[config.mk]
export PLATFORM = sky130hd
export DESIGN_NAME = rename_core
export DESIGN_NICKNAME = d
export VERILOG_FILES = /design/src/rename_pkg.sv /design/src/map_table.sv /design/src/free_list.sv /design/src/reorder_buffer.sv /design/src/phys_regfile.sv /design/src/exec_unit.sv /design/src/dispatch_ctrl.sv /design/src/rename_core.sv
export SDC_FILE = /design/constraint.sdc
export NUM_CORES = 2
export LEC_CHECK = 0
export CORE_MARGIN = 1.5
export CORE_UTILIZATION = 55
export CTS_CLUSTER_SIZE = 25
export DETAILED_ROUTE_END_ITERATION = 8
export DONT_BUFFER_PORTS = 1
export PLACE_DENSITY_LB_ADDON = 0.1
export REMOVE_ABC_BUFFERS = 1
export SLEW_MARGIN = 20
export SYNTH_ARGS = -nofsm -noshare
export SYNTH_HDL_FRONTEND = slang
export SYNTH_SLANG_ARGS = --single-unit
[constraint.sdc]
create_clock -name clock -period 11.6 [get_ports clock]
set_input_delay 0.58 -clock clock [delete_from_list [all_inputs] [get_ports clock]]
set_output_delay 0.58 -clock clock [all_outputs]
set_load 0.1 [all_outputs]
[src/rename_pkg.sv]
// sizes, opcode enum and packed structs for the renaming core
// shared by every rtl block through scoped names
`default_nettype none

package rename_pkg;

    //////////////////////////////
    // sizes
    //////////////////////////////
    localparam int xlen       = 32;
    localparam int arch_regs  = 8;
    localparam int ar_bits    = 3;
    localparam int phys_regs  = 16;
    localparam int pr_bits    = 4;
    localparam int rob_depth  = 8;
    localparam int rob_bits   = 3;
    localparam int inq_depth  = 4;     // also the credit count after reset
    localparam int inq_bits   = 2;
    localparam int mul_stages = 3;

    //////////////////////////////
    // opcodes and packets
    //////////////////////////////
    typedef enum logic [2:0] {
        op_add,
        op_sub,
        op_and,
        op_xor,
        op_addi,    // rs1 + sign-extended imm
        op_mul      // low 32 bits of the product
    } opcode_e;

    typedef struct packed {
        opcode_e                  op;
        logic [ar_bits-1:0]       rd;
        logic [ar_bits-1:0]       rs1;
        logic [ar_bits-1:0]       rs2;
        logic signed [15:0]       imm;
    } instr_t;

    // renamed instr with operands already read
    typedef struct packed {
        logic                     valid;
        opcode_e                  op;
        logic signed [15:0]       imm;
        logic [pr_bits-1:0]       dest_pr;
        logic [rob_bits-1:0]      rob_idx;
        logic [xlen-1:0]          src1;
        logic [xlen-1:0]          src2;
    } issue_t;

    typedef struct packed {
        logic                     valid;
        logic [pr_bits-1:0]       dest_pr;
        logic [rob_bits-1:0]      rob_idx;
        logic [xlen-1:0]          value;
    } result_t;

    typedef struct packed {
        logic                     valid;
        logic [ar_bits-1:0]       rd;     // architectural dest
        logic [xlen-1:0]          value;
    } retire_t;

endpackage

`default_nettype wire

[src/map_table.sv]
// speculative arch-to-phys map
// three combinational lookups, one write per rename
`timescale 1ns/10ps
`default_nettype none

module map_table (
    input  wire  logic                            clock,
    input  wire  logic                            reset,
    input  wire  logic [rename_pkg::ar_bits-1:0]  map_rs1,
    input  wire  logic [rename_pkg::ar_bits-1:0]  map_rs2,
    input  wire  logic [rename_pkg::ar_bits-1:0]  map_rd,
    input  wire  logic                            map_write,
    input  wire  logic [rename_pkg::pr_bits-1:0]  free_pr,
    output logic [rename_pkg::pr_bits-1:0]        rs1_pr,
    output logic [rename_pkg::pr_bits-1:0]        rs2_pr,
    output logic [rename_pkg::pr_bits-1:0]        old_pr
);

    logic [rename_pkg::pr_bits-1:0] map [rename_pkg::arch_regs];

    // identity mapping out of reset, arch reg n lives in phys reg n
    always_ff @(posedge clock) begin
        if (reset) begin
            for (int i = 0; i < rename_pkg::arch_regs; i++)
                map[i] <= rename_pkg::pr_bits'(i);
        end else if (map_write) begin
            map[map_rd] <= free_pr;
        end
    end

    // reads see the old mapping in the rename cycle, so rd == rs1 works
    assign rs1_pr = map[map_rs1];
    assign rs2_pr = map[map_rs2];
    assign old_pr = map[map_rd];       // previous owner of rd

endmodule

`default_nettype wire

[src/free_list.sv]
// circular queue of free physical registers
// pop at rename, push of the old reg at retirement
`timescale 1ns/10ps
`default_nettype none

module free_list (
    input  wire  logic                            clock,
    input  wire  logic                            reset,
    input  wire  logic                            free_pop,
    input  wire  logic                            retire_free_valid,
    input  wire  logic [rename_pkg::pr_bits-1:0]  retire_free_pr,
    output logic [rename_pkg::pr_bits-1:0]        free_pr,
    output logic                                  free_empty
);

    logic [rename_pkg::pr_bits-1:0] fifo [rename_pkg::phys_regs];
    logic [rename_pkg::pr_bits-1:0] head, tail;
    logic [rename_pkg::pr_bits:0]   count;

    always_ff @(posedge clock) begin
        if (reset) begin
            // regs above the arch set start free, upper slots are don't care
            for (int i = 0; i < rename_pkg::phys_regs; i++)
                fifo[i] <= rename_pkg::pr_bits'(i + rename_pkg::arch_regs);
            head  <= '0;
            tail  <= rename_pkg::pr_bits'(rename_pkg::phys_regs - rename_pkg::arch_regs);
            count <= (rename_pkg::pr_bits + 1)'(rename_pkg::phys_regs - rename_pkg::arch_regs);
        end else begin
            if (retire_free_valid) begin
                fifo[tail] <= retire_free_pr;
                tail       <= tail + 1'b1;
            end
            if (free_pop) head <= head + 1'b1;
            case ({retire_free_valid, free_pop})
                2'b10:   count <= count + 1'b1;
                2'b01:   count <= count - 1'b1;
                default: ;
            endcase
        end
    end

    assign free_pr    = fifo[head];
    assign free_empty = (count == '0);

endmodule

`default_nettype wire

[src/reorder_buffer.sv]
// reorder buffer, allocation at tail and retirement from head
// two completion ports mark entries done out of order
`timescale 1ns/10ps
`default_nettype none

module reorder_buffer (
    input  wire  logic                            clock,
    input  wire  logic                            reset,
    input  wire  logic                            rob_alloc,
    input  wire  logic [rename_pkg::ar_bits-1:0]  alloc_rd,
    input  wire  logic [rename_pkg::pr_bits-1:0]  alloc_old_pr,
    input  wire  rename_pkg::result_t             alu_result,
    input  wire  rename_pkg::result_t             mul_result,
    output logic [rename_pkg::rob_bits-1:0]       rob_index,
    output logic                                  rob_full,
    output rename_pkg::retire_t                   retire,
    output logic                                  retire_free_valid,
    output logic [rename_pkg::pr_bits-1:0]        retire_free_pr
);

    // entry fields
    logic                           done     [rename_pkg::rob_depth];
    logic [rename_pkg::ar_bits-1:0] rd_mem   [rename_pkg::rob_depth];
    logic [rename_pkg::pr_bits-1:0] old_mem  [rename_pkg::rob_depth];
    logic [rename_pkg::xlen-1:0]    value_mem[rename_pkg::rob_depth];

    logic [rename_pkg::rob_bits-1:0] head, tail;
    logic [rename_pkg::rob_bits:0]   count;
    logic                            retire_go;

    //////////////////////////////
    // done bits and pointers
    //////////////////////////////
    always_ff @(posedge clock) begin
        if (reset) begin
            for (int i = 0; i < rename_pkg::rob_depth; i++)
                done[i] <= 1'b0;
            head  <= '0;
            tail  <= '0;
            count <= '0;
        end else begin
            if (rob_alloc) begin
                done[tail] <= 1'b0;
                tail       <= tail + 1'b1;
            end
            if (alu_result.valid) done[alu_result.rob_idx] <= 1'b1;
            if (mul_result.valid) done[mul_result.rob_idx] <= 1'b1;
            if (retire_go) head <= head + 1'b1;
            case ({rob_alloc, retire_go})
                2'b10:   count <= count + 1'b1;
                2'b01:   count <= count - 1'b1;
                default: ;
            endcase
        end
    end

    // payload
    always_ff @(posedge clock) begin
        if (rob_alloc) begin
            rd_mem[tail]  <= alloc_rd;
            old_mem[tail] <= alloc_old_pr;
        end
        if (alu_result.valid) value_mem[alu_result.rob_idx] <= alu_result.value;
        if (mul_result.valid) value_mem[mul_result.rob_idx] <= mul_result.value;
    end

    //////////////////////////////
    // alloc and retire
    //////////////////////////////
    assign rob_index = tail;
    assign rob_full  = count[rename_pkg::rob_bits];   // depth is a power of two

    // head goes the cycle after its done bit lands
    assign retire_go = (count != '0) && done[head];

    always_comb begin
        retire.valid = retire_go;
        retire.rd    = rd_mem[head];
        retire.value = value_mem[head];
    end

    assign retire_free_valid = retire_go;
    assign retire_free_pr    = old_mem[head];   // no reader of it is left

endmodule

`default_nettype wire

[src/phys_regfile.sv]
// physical register values and ready bits
// two combinational reads, two result writes, ready clear at rename
`timescale 1ns/10ps
`default_nettype none

module phys_regfile (
    input  wire  logic                            clock,
    input  wire  logic                            reset,
    input  wire  logic [rename_pkg::pr_bits-1:0]  rd_pr_a,
    input  wire  logic [rename_pkg::pr_bits-1:0]  rd_pr_b,
    output logic [rename_pkg::xlen-1:0]           rd_value_a,
    output logic [rename_pkg::xlen-1:0]           rd_value_b,
    output logic                                  rd_ready_a,
    output logic                                  rd_ready_b,
    input  wire  logic                            clear_ready,
    input  wire  logic [rename_pkg::pr_bits-1:0]  clear_pr,
    input  wire  rename_pkg::result_t             alu_result,
    input  wire  rename_pkg::result_t             mul_result
);

    logic [rename_pkg::xlen-1:0] values [rename_pkg::phys_regs];
    logic                        ready  [rename_pkg::phys_regs];

    always_ff @(posedge clock) begin
        if (reset) begin
            // arch regs start at zero and ready
            for (int i = 0; i < rename_pkg::phys_regs; i++) begin
                values[i] <= '0;
                ready[i]  <= 1'b1;
            end
        end else begin
            if (clear_ready) ready[clear_pr] <= 1'b0;   // never a reg being written
            if (alu_result.valid) begin
                values[alu_result.dest_pr] <= alu_result.value;
                ready[alu_result.dest_pr]  <= 1'b1;
            end
            if (mul_result.valid) begin
                values[mul_result.dest_pr] <= mul_result.value;
                ready[mul_result.dest_pr]  <= 1'b1;
            end
        end
    end

    // no bypass, dependents see the value the cycle after the write
    assign rd_value_a = values[rd_pr_a];
    assign rd_value_b = values[rd_pr_b];
    assign rd_ready_a = ready[rd_pr_a];
    assign rd_ready_b = ready[rd_pr_b];

endmodule

`default_nettype wire

[src/exec_unit.sv]
// single-cycle alu and pipelined multiplier
// each drives its own completion bus
`timescale 1ns/10ps
`default_nettype none

module exec_unit (
    input  wire  logic                clock,
    input  wire  logic                reset,
    input  wire  rename_pkg::issue_t  issue,
    output rename_pkg::result_t       alu_result,
    output rename_pkg::result_t       mul_result
);

    logic [rename_pkg::xlen-1:0] imm_ext;
    logic [rename_pkg::xlen-1:0] alu_value;
    rename_pkg::result_t         mul_pipe [rename_pkg::mul_stages];

    assign imm_ext = {{(rename_pkg::xlen - 16){issue.imm[15]}}, issue.imm};

    //////////////////////////////
    // alu
    //////////////////////////////
    always_comb begin
        case (issue.op)
            rename_pkg::op_add:  alu_value = issue.src1 + issue.src2;
            rename_pkg::op_sub:  alu_value = issue.src1 - issue.src2;
            rename_pkg::op_and:  alu_value = issue.src1 & issue.src2;
            rename_pkg::op_xor:  alu_value = issue.src1 ^ issue.src2;
            rename_pkg::op_addi: alu_value = issue.src1 + imm_ext;
            default:             alu_value = '0;   // mul goes the other way
        endcase
    end

    // result valid the cycle after issue
    always_ff @(posedge clock) begin
        if (reset) begin
            alu_result.valid <= 1'b0;
        end else begin
            alu_result.valid   <= issue.valid && (issue.op != rename_pkg::op_mul);
            alu_result.dest_pr <= issue.dest_pr;
            alu_result.rob_idx <= issue.rob_idx;
            alu_result.value   <= alu_value;
        end
    end

    //////////////////////////////
    // multiplier
    //////////////////////////////
    // product enters stage 0, valid tag shifts with it, one new mul per cycle
    always_ff @(posedge clock) begin
        if (reset) begin
            for (int i = 0; i < rename_pkg::mul_stages; i++)
                mul_pipe[i].valid <= 1'b0;
        end else begin
            mul_pipe[0].valid   <= issue.valid && (issue.op == rename_pkg::op_mul);
            mul_pipe[0].dest_pr <= issue.dest_pr;
            mul_pipe[0].rob_idx <= issue.rob_idx;
            mul_pipe[0].value   <= issue.src1 * issue.src2;   // low half only
            for (int i = 1; i < rename_pkg::mul_stages; i++)
                mul_pipe[i] <= mul_pipe[i - 1];
        end
    end

    assign mul_result = mul_pipe[rename_pkg::mul_stages - 1];   // three cycles after issue

endmodule

`default_nettype wire

[src/dispatch_ctrl.sv]
// input queue with credit return
// in-order rename and issue, one per cycle, stalls on operands or resources
`timescale 1ns/10ps
`default_nettype none

module dispatch_ctrl (
    input  wire  logic                            clock,
    input  wire  logic                            reset,
    input  wire  logic                            instr_valid,
    input  wire  rename_pkg::instr_t              instr,
    output logic                                  credit_return,
    output logic [rename_pkg::ar_bits-1:0]        map_rs1,
    output logic [rename_pkg::ar_bits-1:0]        map_rs2,
    output logic [rename_pkg::ar_bits-1:0]        map_rd,
    input  wire  logic [rename_pkg::pr_bits-1:0]  rs1_pr,
    input  wire  logic [rename_pkg::pr_bits-1:0]  rs2_pr,
    input  wire  logic [rename_pkg::pr_bits-1:0]  old_pr,
    output logic                                  map_write,
    output logic [rename_pkg::pr_bits-1:0]        read_pr1,
    output logic [rename_pkg::pr_bits-1:0]        read_pr2,
    output logic [rename_pkg::pr_bits-1:0]        alloc_old_pr,
    input  wire  logic [rename_pkg::pr_bits-1:0]  free_pr,
    input  wire  logic                            free_empty,
    output logic                                  free_pop,
    input  wire  logic                            rob_full,
    output logic                                  rob_alloc,
    input  wire  logic [rename_pkg::rob_bits-1:0] rob_index,
    input  wire  logic                            rs1_ready,
    input  wire  logic                            rs2_ready,
    input  wire  logic [rename_pkg::xlen-1:0]     rs1_value,
    input  wire  logic [rename_pkg::xlen-1:0]     rs2_value,
    output logic                                  clear_ready,
    output rename_pkg::issue_t                    issue
);

    rename_pkg::instr_t                   queue [rename_pkg::inq_depth];
    logic [rename_pkg::inq_bits-1:0]      q_head, q_tail;
    logic [rename_pkg::inq_bits:0]        q_count;
    rename_pkg::instr_t                   head_instr;
    logic                                 do_issue;

    //////////////////////////////
    // input queue
    //////////////////////////////
    // credits keep the source from ever overfilling this
    always_ff @(posedge clock) begin
        if (instr_valid)
            queue[q_tail] <= instr;
    end

    always_ff @(posedge clock) begin
        if (reset) begin
            q_head  <= '0;
            q_tail  <= '0;
            q_count <= '0;
        end else begin
            if (instr_valid) q_tail <= q_tail + 1'b1;
            if (do_issue)    q_head <= q_head + 1'b1;
            case ({instr_valid, do_issue})
                2'b10:   q_count <= q_count + 1'b1;
                2'b01:   q_count <= q_count - 1'b1;
                default: ;   // both or neither, count holds
            endcase
        end
    end

    //////////////////////////////
    // rename / issue decision
    //////////////////////////////
    assign head_instr = queue[q_head];

    // lookups always follow the queue head
    assign map_rs1      = head_instr.rs1;
    assign map_rs2      = head_instr.rs2;
    assign map_rd       = head_instr.rd;
    assign read_pr1     = rs1_pr;      // regfile operand ports
    assign read_pr2     = rs2_pr;
    assign alloc_old_pr = old_pr;      // freed when this instr retires

    // data stall on either source, structural stall on rob or free list
    assign do_issue = (q_count != '0) && rs1_ready && rs2_ready
                      && !rob_full && !free_empty;

    // every side effect of a rename fires together
    assign map_write     = do_issue;
    assign free_pop      = do_issue;
    assign rob_alloc     = do_issue;
    assign clear_ready   = do_issue;
    assign credit_return = do_issue;   // slot leaves the queue this cycle

    always_comb begin
        issue.valid   = do_issue;
        issue.op      = head_instr.op;
        issue.imm     = head_instr.imm;
        issue.dest_pr = free_pr;       // same reg the map table takes
        issue.rob_idx = rob_index;
        issue.src1    = rs1_value;
        issue.src2    = rs2_value;
    end

endmodule

`default_nettype wire

[src/rename_core.sv]
// top level of the renaming core
// control block plus map table, free list, rob, regfile, exec unit
`timescale 1ns/10ps
`default_nettype none

module rename_core (
    input  wire  logic                clock,
    input  wire  logic                reset,
    input  wire  logic                instr_valid,
    input  wire  rename_pkg::instr_t  instr,
    output logic                      credit_return,
    output rename_pkg::retire_t       retire
);

    // rename lookups
    logic [rename_pkg::ar_bits-1:0]   map_rs1, map_rs2, map_rd;
    logic [rename_pkg::pr_bits-1:0]   rs1_pr, rs2_pr, old_pr;
    logic [rename_pkg::pr_bits-1:0]   read_pr1, read_pr2, alloc_old_pr;
    logic                             map_write;

    // free list
    logic [rename_pkg::pr_bits-1:0]   free_pr;
    logic                             free_empty, free_pop;
    logic                             retire_free_valid;
    logic [rename_pkg::pr_bits-1:0]   retire_free_pr;

    // rob alloc
    logic                             rob_full, rob_alloc;
    logic [rename_pkg::rob_bits-1:0]  rob_index;

    // operands and completion
    logic                             rs1_ready, rs2_ready, clear_ready;
    logic [rename_pkg::xlen-1:0]      rs1_value, rs2_value;
    rename_pkg::issue_t               issue;
    rename_pkg::result_t              alu_result, mul_result;

    dispatch_ctrl u_dispatch (
        .clock(clock), .reset(reset),
        .instr_valid(instr_valid), .instr(instr), .credit_return(credit_return),
        .map_rs1(map_rs1), .map_rs2(map_rs2), .map_rd(map_rd),
        .rs1_pr(rs1_pr), .rs2_pr(rs2_pr), .old_pr(old_pr), .map_write(map_write),
        .read_pr1(read_pr1), .read_pr2(read_pr2), .alloc_old_pr(alloc_old_pr),
        .free_pr(free_pr), .free_empty(free_empty), .free_pop(free_pop),
        .rob_full(rob_full), .rob_alloc(rob_alloc), .rob_index(rob_index),
        .rs1_ready(rs1_ready), .rs2_ready(rs2_ready),
        .rs1_value(rs1_value), .rs2_value(rs2_value), .clear_ready(clear_ready),
        .issue(issue)
    );

    map_table u_map (
        .clock(clock), .reset(reset),
        .map_rs1(map_rs1), .map_rs2(map_rs2), .map_rd(map_rd),
        .map_write(map_write), .free_pr(free_pr),
        .rs1_pr(rs1_pr), .rs2_pr(rs2_pr), .old_pr(old_pr)
    );

    free_list u_free (
        .clock(clock), .reset(reset), .free_pop(free_pop),
        .retire_free_valid(retire_free_valid), .retire_free_pr(retire_free_pr),
        .free_pr(free_pr), .free_empty(free_empty)
    );

    reorder_buffer u_rob (
        .clock(clock), .reset(reset), .rob_alloc(rob_alloc),
        .alloc_rd(map_rd), .alloc_old_pr(alloc_old_pr),
        .alu_result(alu_result), .mul_result(mul_result),
        .rob_index(rob_index), .rob_full(rob_full), .retire(retire),
        .retire_free_valid(retire_free_valid), .retire_free_pr(retire_free_pr)
    );

    phys_regfile u_prf (
        .clock(clock), .reset(reset),
        .rd_pr_a(read_pr1), .rd_pr_b(read_pr2),
        .rd_value_a(rs1_value), .rd_value_b(rs2_value),
        .rd_ready_a(rs1_ready), .rd_ready_b(rs2_ready),
        .clear_ready(clear_ready), .clear_pr(free_pr),   // new dest goes not-ready
        .alu_result(alu_result), .mul_result(mul_result)
    );

    exec_unit u_exec (
        .clock(clock), .reset(reset), .issue(issue),
        .alu_result(alu_result), .mul_result(mul_result)
    );

endmodule

`default_nettype wire

==> results.toml <==
[placed_design]
dpl-instance-area_mm2 = 0.0843
numPortBuffers = 0
post-place-ws_ps = 508
hpwl_um = 175000
gpl.final_weighted_congestion = 1.00

[cts]
post-cts-setup-buffers = 0
cts-htree-levels = 4
cts_root_buf = "sky130_fd_sc_hd__clkbuf_16"
path_clk_slew_ps = 60
clock_buffers_created_by_tritoncts = 142
insertion_delay_ps = 810
cts.sink_count = 1255
max-clock-path-buffers = 3
cts_tree = "done"

[synthesis]
synth_simple_gate_area_share_pct = 9.57
post_synth_inst_count = 6931
cell_with_the_most_instances_after_synthesis = "sky130_fd_sc_hd__edfxtp_1"
combinational_family_with_the_most_area_after_synthesis = "multiplexers"
synth_mux_area_share_pct = 15.0
synth-edff-count = 1188
yosys.area.top_type_share_pct = 43.4
asyncSetResetFlopFracSynth_pct = 0
ys_dominant_reg_cell = "sky130_fd_sc_hd__edfxtp_1"
yosysWarnings = 0
synth_cell_types = 89
synth-seq-area-share_pct = 45.0
netlist_top_cells_area = "sky130_fd_sc_hd__edfxtp_1 (43%), sky130_fd_sc_hd__fa_1 (10%), sky130_fd_sc_hd__mux2i_1 (5.6%), sky130_fd_sc_hd__a22o_1 (5.5%), sky130_fd_sc_hd__mux4_2 (4.6%)"
synthesis.area_mm2 = 0.0822
compound_gate_portion_of_the_synthesized_area_pct = 10.0
ys_seq_elements = 1255
synthesized_area_per_cell_um2 = 11.9
synth_adder_area_share_pct = 13.2
synth_area_leader_cell = "sky130_fd_sc_hd__edfxtp_1"
yosys.area_share.xor_xnor_pct = 1.50
yosys-top-cells-count = "sky130_fd_sc_hd__edfxtp_1 (1,188), sky130_fd_sc_hd__nand2_1 (759), sky130_fd_sc_hd__nor2_1 (540)"

[detailed_routing]
avgRoutedWirePerCell_um = 30.7
dr.first_iter.drc_count = 7441
dr_total_vias = 58400
firstDrtPassIters = 6
drt-met1-wl_um = 107000
remaining_number_of_nets_flagged_by_the_antenna_check_after_routing = 0
detail_route.wirelength_um = 270000
route.met2.wl_um = 121000
drc_errors = 0
drt-vias-per-instance = 6.64
highest-signal-layer = "met5"
met3_wirelength_um = 29300

[timing]
grt_setup_unrepaired = "false"
maxClockFrequency_ghz = 0.0900
pin_slew_with_the_least_headroom_to_its_limit_ps = 1190
min_period_over_period_pct = 95.8
hold_viol_final = 0
fin_skew_ps = 46.9
final_max_slew_viol_count = 0
final-setup-viol-count = 0
slew-limit-headroom_pct = 21.0
layout_setup_ws_ps = 490
final_period_minus_worst_setup_slack_ps = 11110

[setup_path]
worst_r2r_path_depth = 31
r2r_end = "u_exec.mul_pipe[0][31]"
worst-r2r-setup-slack_ps = 490
worst_path_arrival_ps = 11630
criticalPathCategory = "register to register"
setup.worst_path.start_class = "register"
slowest_delay_ps = 900
critPathSlowestCell = "sky130_fd_sc_hd__mux4_4"
critical_path.endpoint = "u_exec.mul_pipe[0][31]"
critical_path.endpoint_type = "register"
timing.critical_path.mode_cell = "sky130_fd_sc_hd__fa_1"
worst_path_fanout_max = 26
crit_required_ps = 12120

[cells_and_area]
syn2layout_area_growth_pct = 8.55
fillerInstances = 11800
finish.net_count = 7400
post_route_cells_drive_above_1_share_pct = 15.4
postLayoutCellArea_mm2 = 0.0892

[global_routing]
global_route_wire_length_before_repair_um = 392000
grt_start_max_net_pins = 120
globalRouteTotalUtil_pct = 35.4
grt_pass1_vias = 58500
globalRouteOverflowTotal = 0
number_of_antenna_violations_at_the_first_check_in_global_routing = 9

[die]
initial_core_utilization_pct = 55.5
die-width_um = 390
chip_height_um = 390
die_outline_area_mm2 = 0.152
std_cell_rows = 141
top_level_ports = 68
core_area_mm2 = 0.148

[outcome]
run_status = "completed"

[job]
drv.max_cap_violation_count = 0

[min_path]
hold_class = "primary input to register"
worst min path at each step:
stage	start	depth (start not counted)	endpoint	slack [ps]
finish	reset	1	u_exec.mul_pipe[0][77]	70
global placement	u_exec.mul_pipe[0][39]	1	u_exec.mul_pipe[0][79]	440
floorplan	u_exec.mul_pipe[0][79]	1	u_exec.mul_pipe[0][119]	410
CTS	reset	1	u_exec.mul_pipe[0][5]	3
detailed placement	u_exec.mul_pipe[0][39]	1	u_exec.mul_pipe[0][79]	440
global route	reset	1	u_exec.mul_pipe[0][114]	10
layout make-up:
class                      instances  area [µm²]  area share, %
antenna                            2        5.00        0.00561
clock buffer                     181        3830           4.30
clock inverter                    76         729          0.817
inverter                         543        2050           2.30
multi-input combinational       4549       40900           45.8
sequential                      1255       37000           41.5
tap                             1930        2410           2.71
timing repair buffer             260        2270           2.55
kinds of logic after synthesis:
kind of cell | count (synthesis)
xor+xnor | 123
buf+inv | 1127
simple gates | 1797
fa+ha+maj | 618
compound gates | 1037
mux | 974
flops | 1255
metal layers:
metal,vias up,track usage [%]
li1,24600,-
met1,29500,49.3
met2,3544,53.8
met3,659,7.44
met4,2,15.3
met5,-,0
per-stage QoR:
stage	utilization, %	TNS [ps]	hold WS (ps)	instances
6_report	60.3	0	72.3	8796
3_5_place_dp	57.0	0	440	8504
2_1_floorplan	-	-108840	414	6347
4_1_cts	60.3	0	2.95	8792
3_3_place_gp	56.9	0	435	8503
5_1_grt	60.3	0	11.3	8795
registers in the layout, indices dropped and copies added (netlist names), 24 cells and up, named ones only:
register	flops
u_map.map	32
u_exec.alu_result	40
u_prf.values	512
u_exec.mul_pipe	120
u_dispatch.queue	112
u_rob.old_mem	32
u_rob.rd_mem	24
u_free.fifo	64
u_rob.value_mem	256
placed cells by master, fill, tap and decap left out, types with 145 or more instances in the layout:
| cell type | synthesis | routed |
|---|---|---|
| sky130_fd_sc_hd__nand2_1 | 759 | 740 |
| sky130_fd_sc_hd__mux2_2 | 336 | 336 |
| sky130_fd_sc_hd__a22o_1 | 516 | 516 |
| sky130_fd_sc_hd__mux2i_1 | 464 | 459 |
| sky130_fd_sc_hd__edfxtp_1 | 1188 | 1188 |
| sky130_fd_sc_hd__fa_1 | 412 | 412 |
| sky130_fd_sc_hd__mux4_2 | 169 | 167 |
| sky130_fd_sc_hd__nor2_1 | 540 | 526 |
| sky130_fd_sc_hd__clkbuf_16 | 0 | 145 |
| sky130_fd_sc_hd__buf_4 | 38 | 209 |
| sky130_fd_sc_hd__inv_1 | 518 | 517 |
| sky130_fd_sc_hd__ha_1 | 206 | 206 |
timing repair:
item / CTS / global route
hold buffers: 31 / 2
endpoints found under the setup margin: 0 / 2
hold endpoints to repair: 200 / 11
resized for setup: 0 / 3
worst max-delay path, delay by kind of cell (launching register included):
| kind | cells | cell delay, ps |
|---|---|---|
| AO/OA/AOI/OAI | 1 | 170 |
| XOR/XNOR | 9 | 2020 |
| adder cells (fa/ha/maj) | 8 | 3810 |
| buffers and inverters | 4 | 910 |
| flip-flops | 1 | 480 |
| multiplexers | 5 | 2340 |
| AND/OR/NAND/NOR | 4 | 1040 |
Power is not shown: default switching activity piles up to over one toggle a cycle in this logic, so the estimate is an artifact.
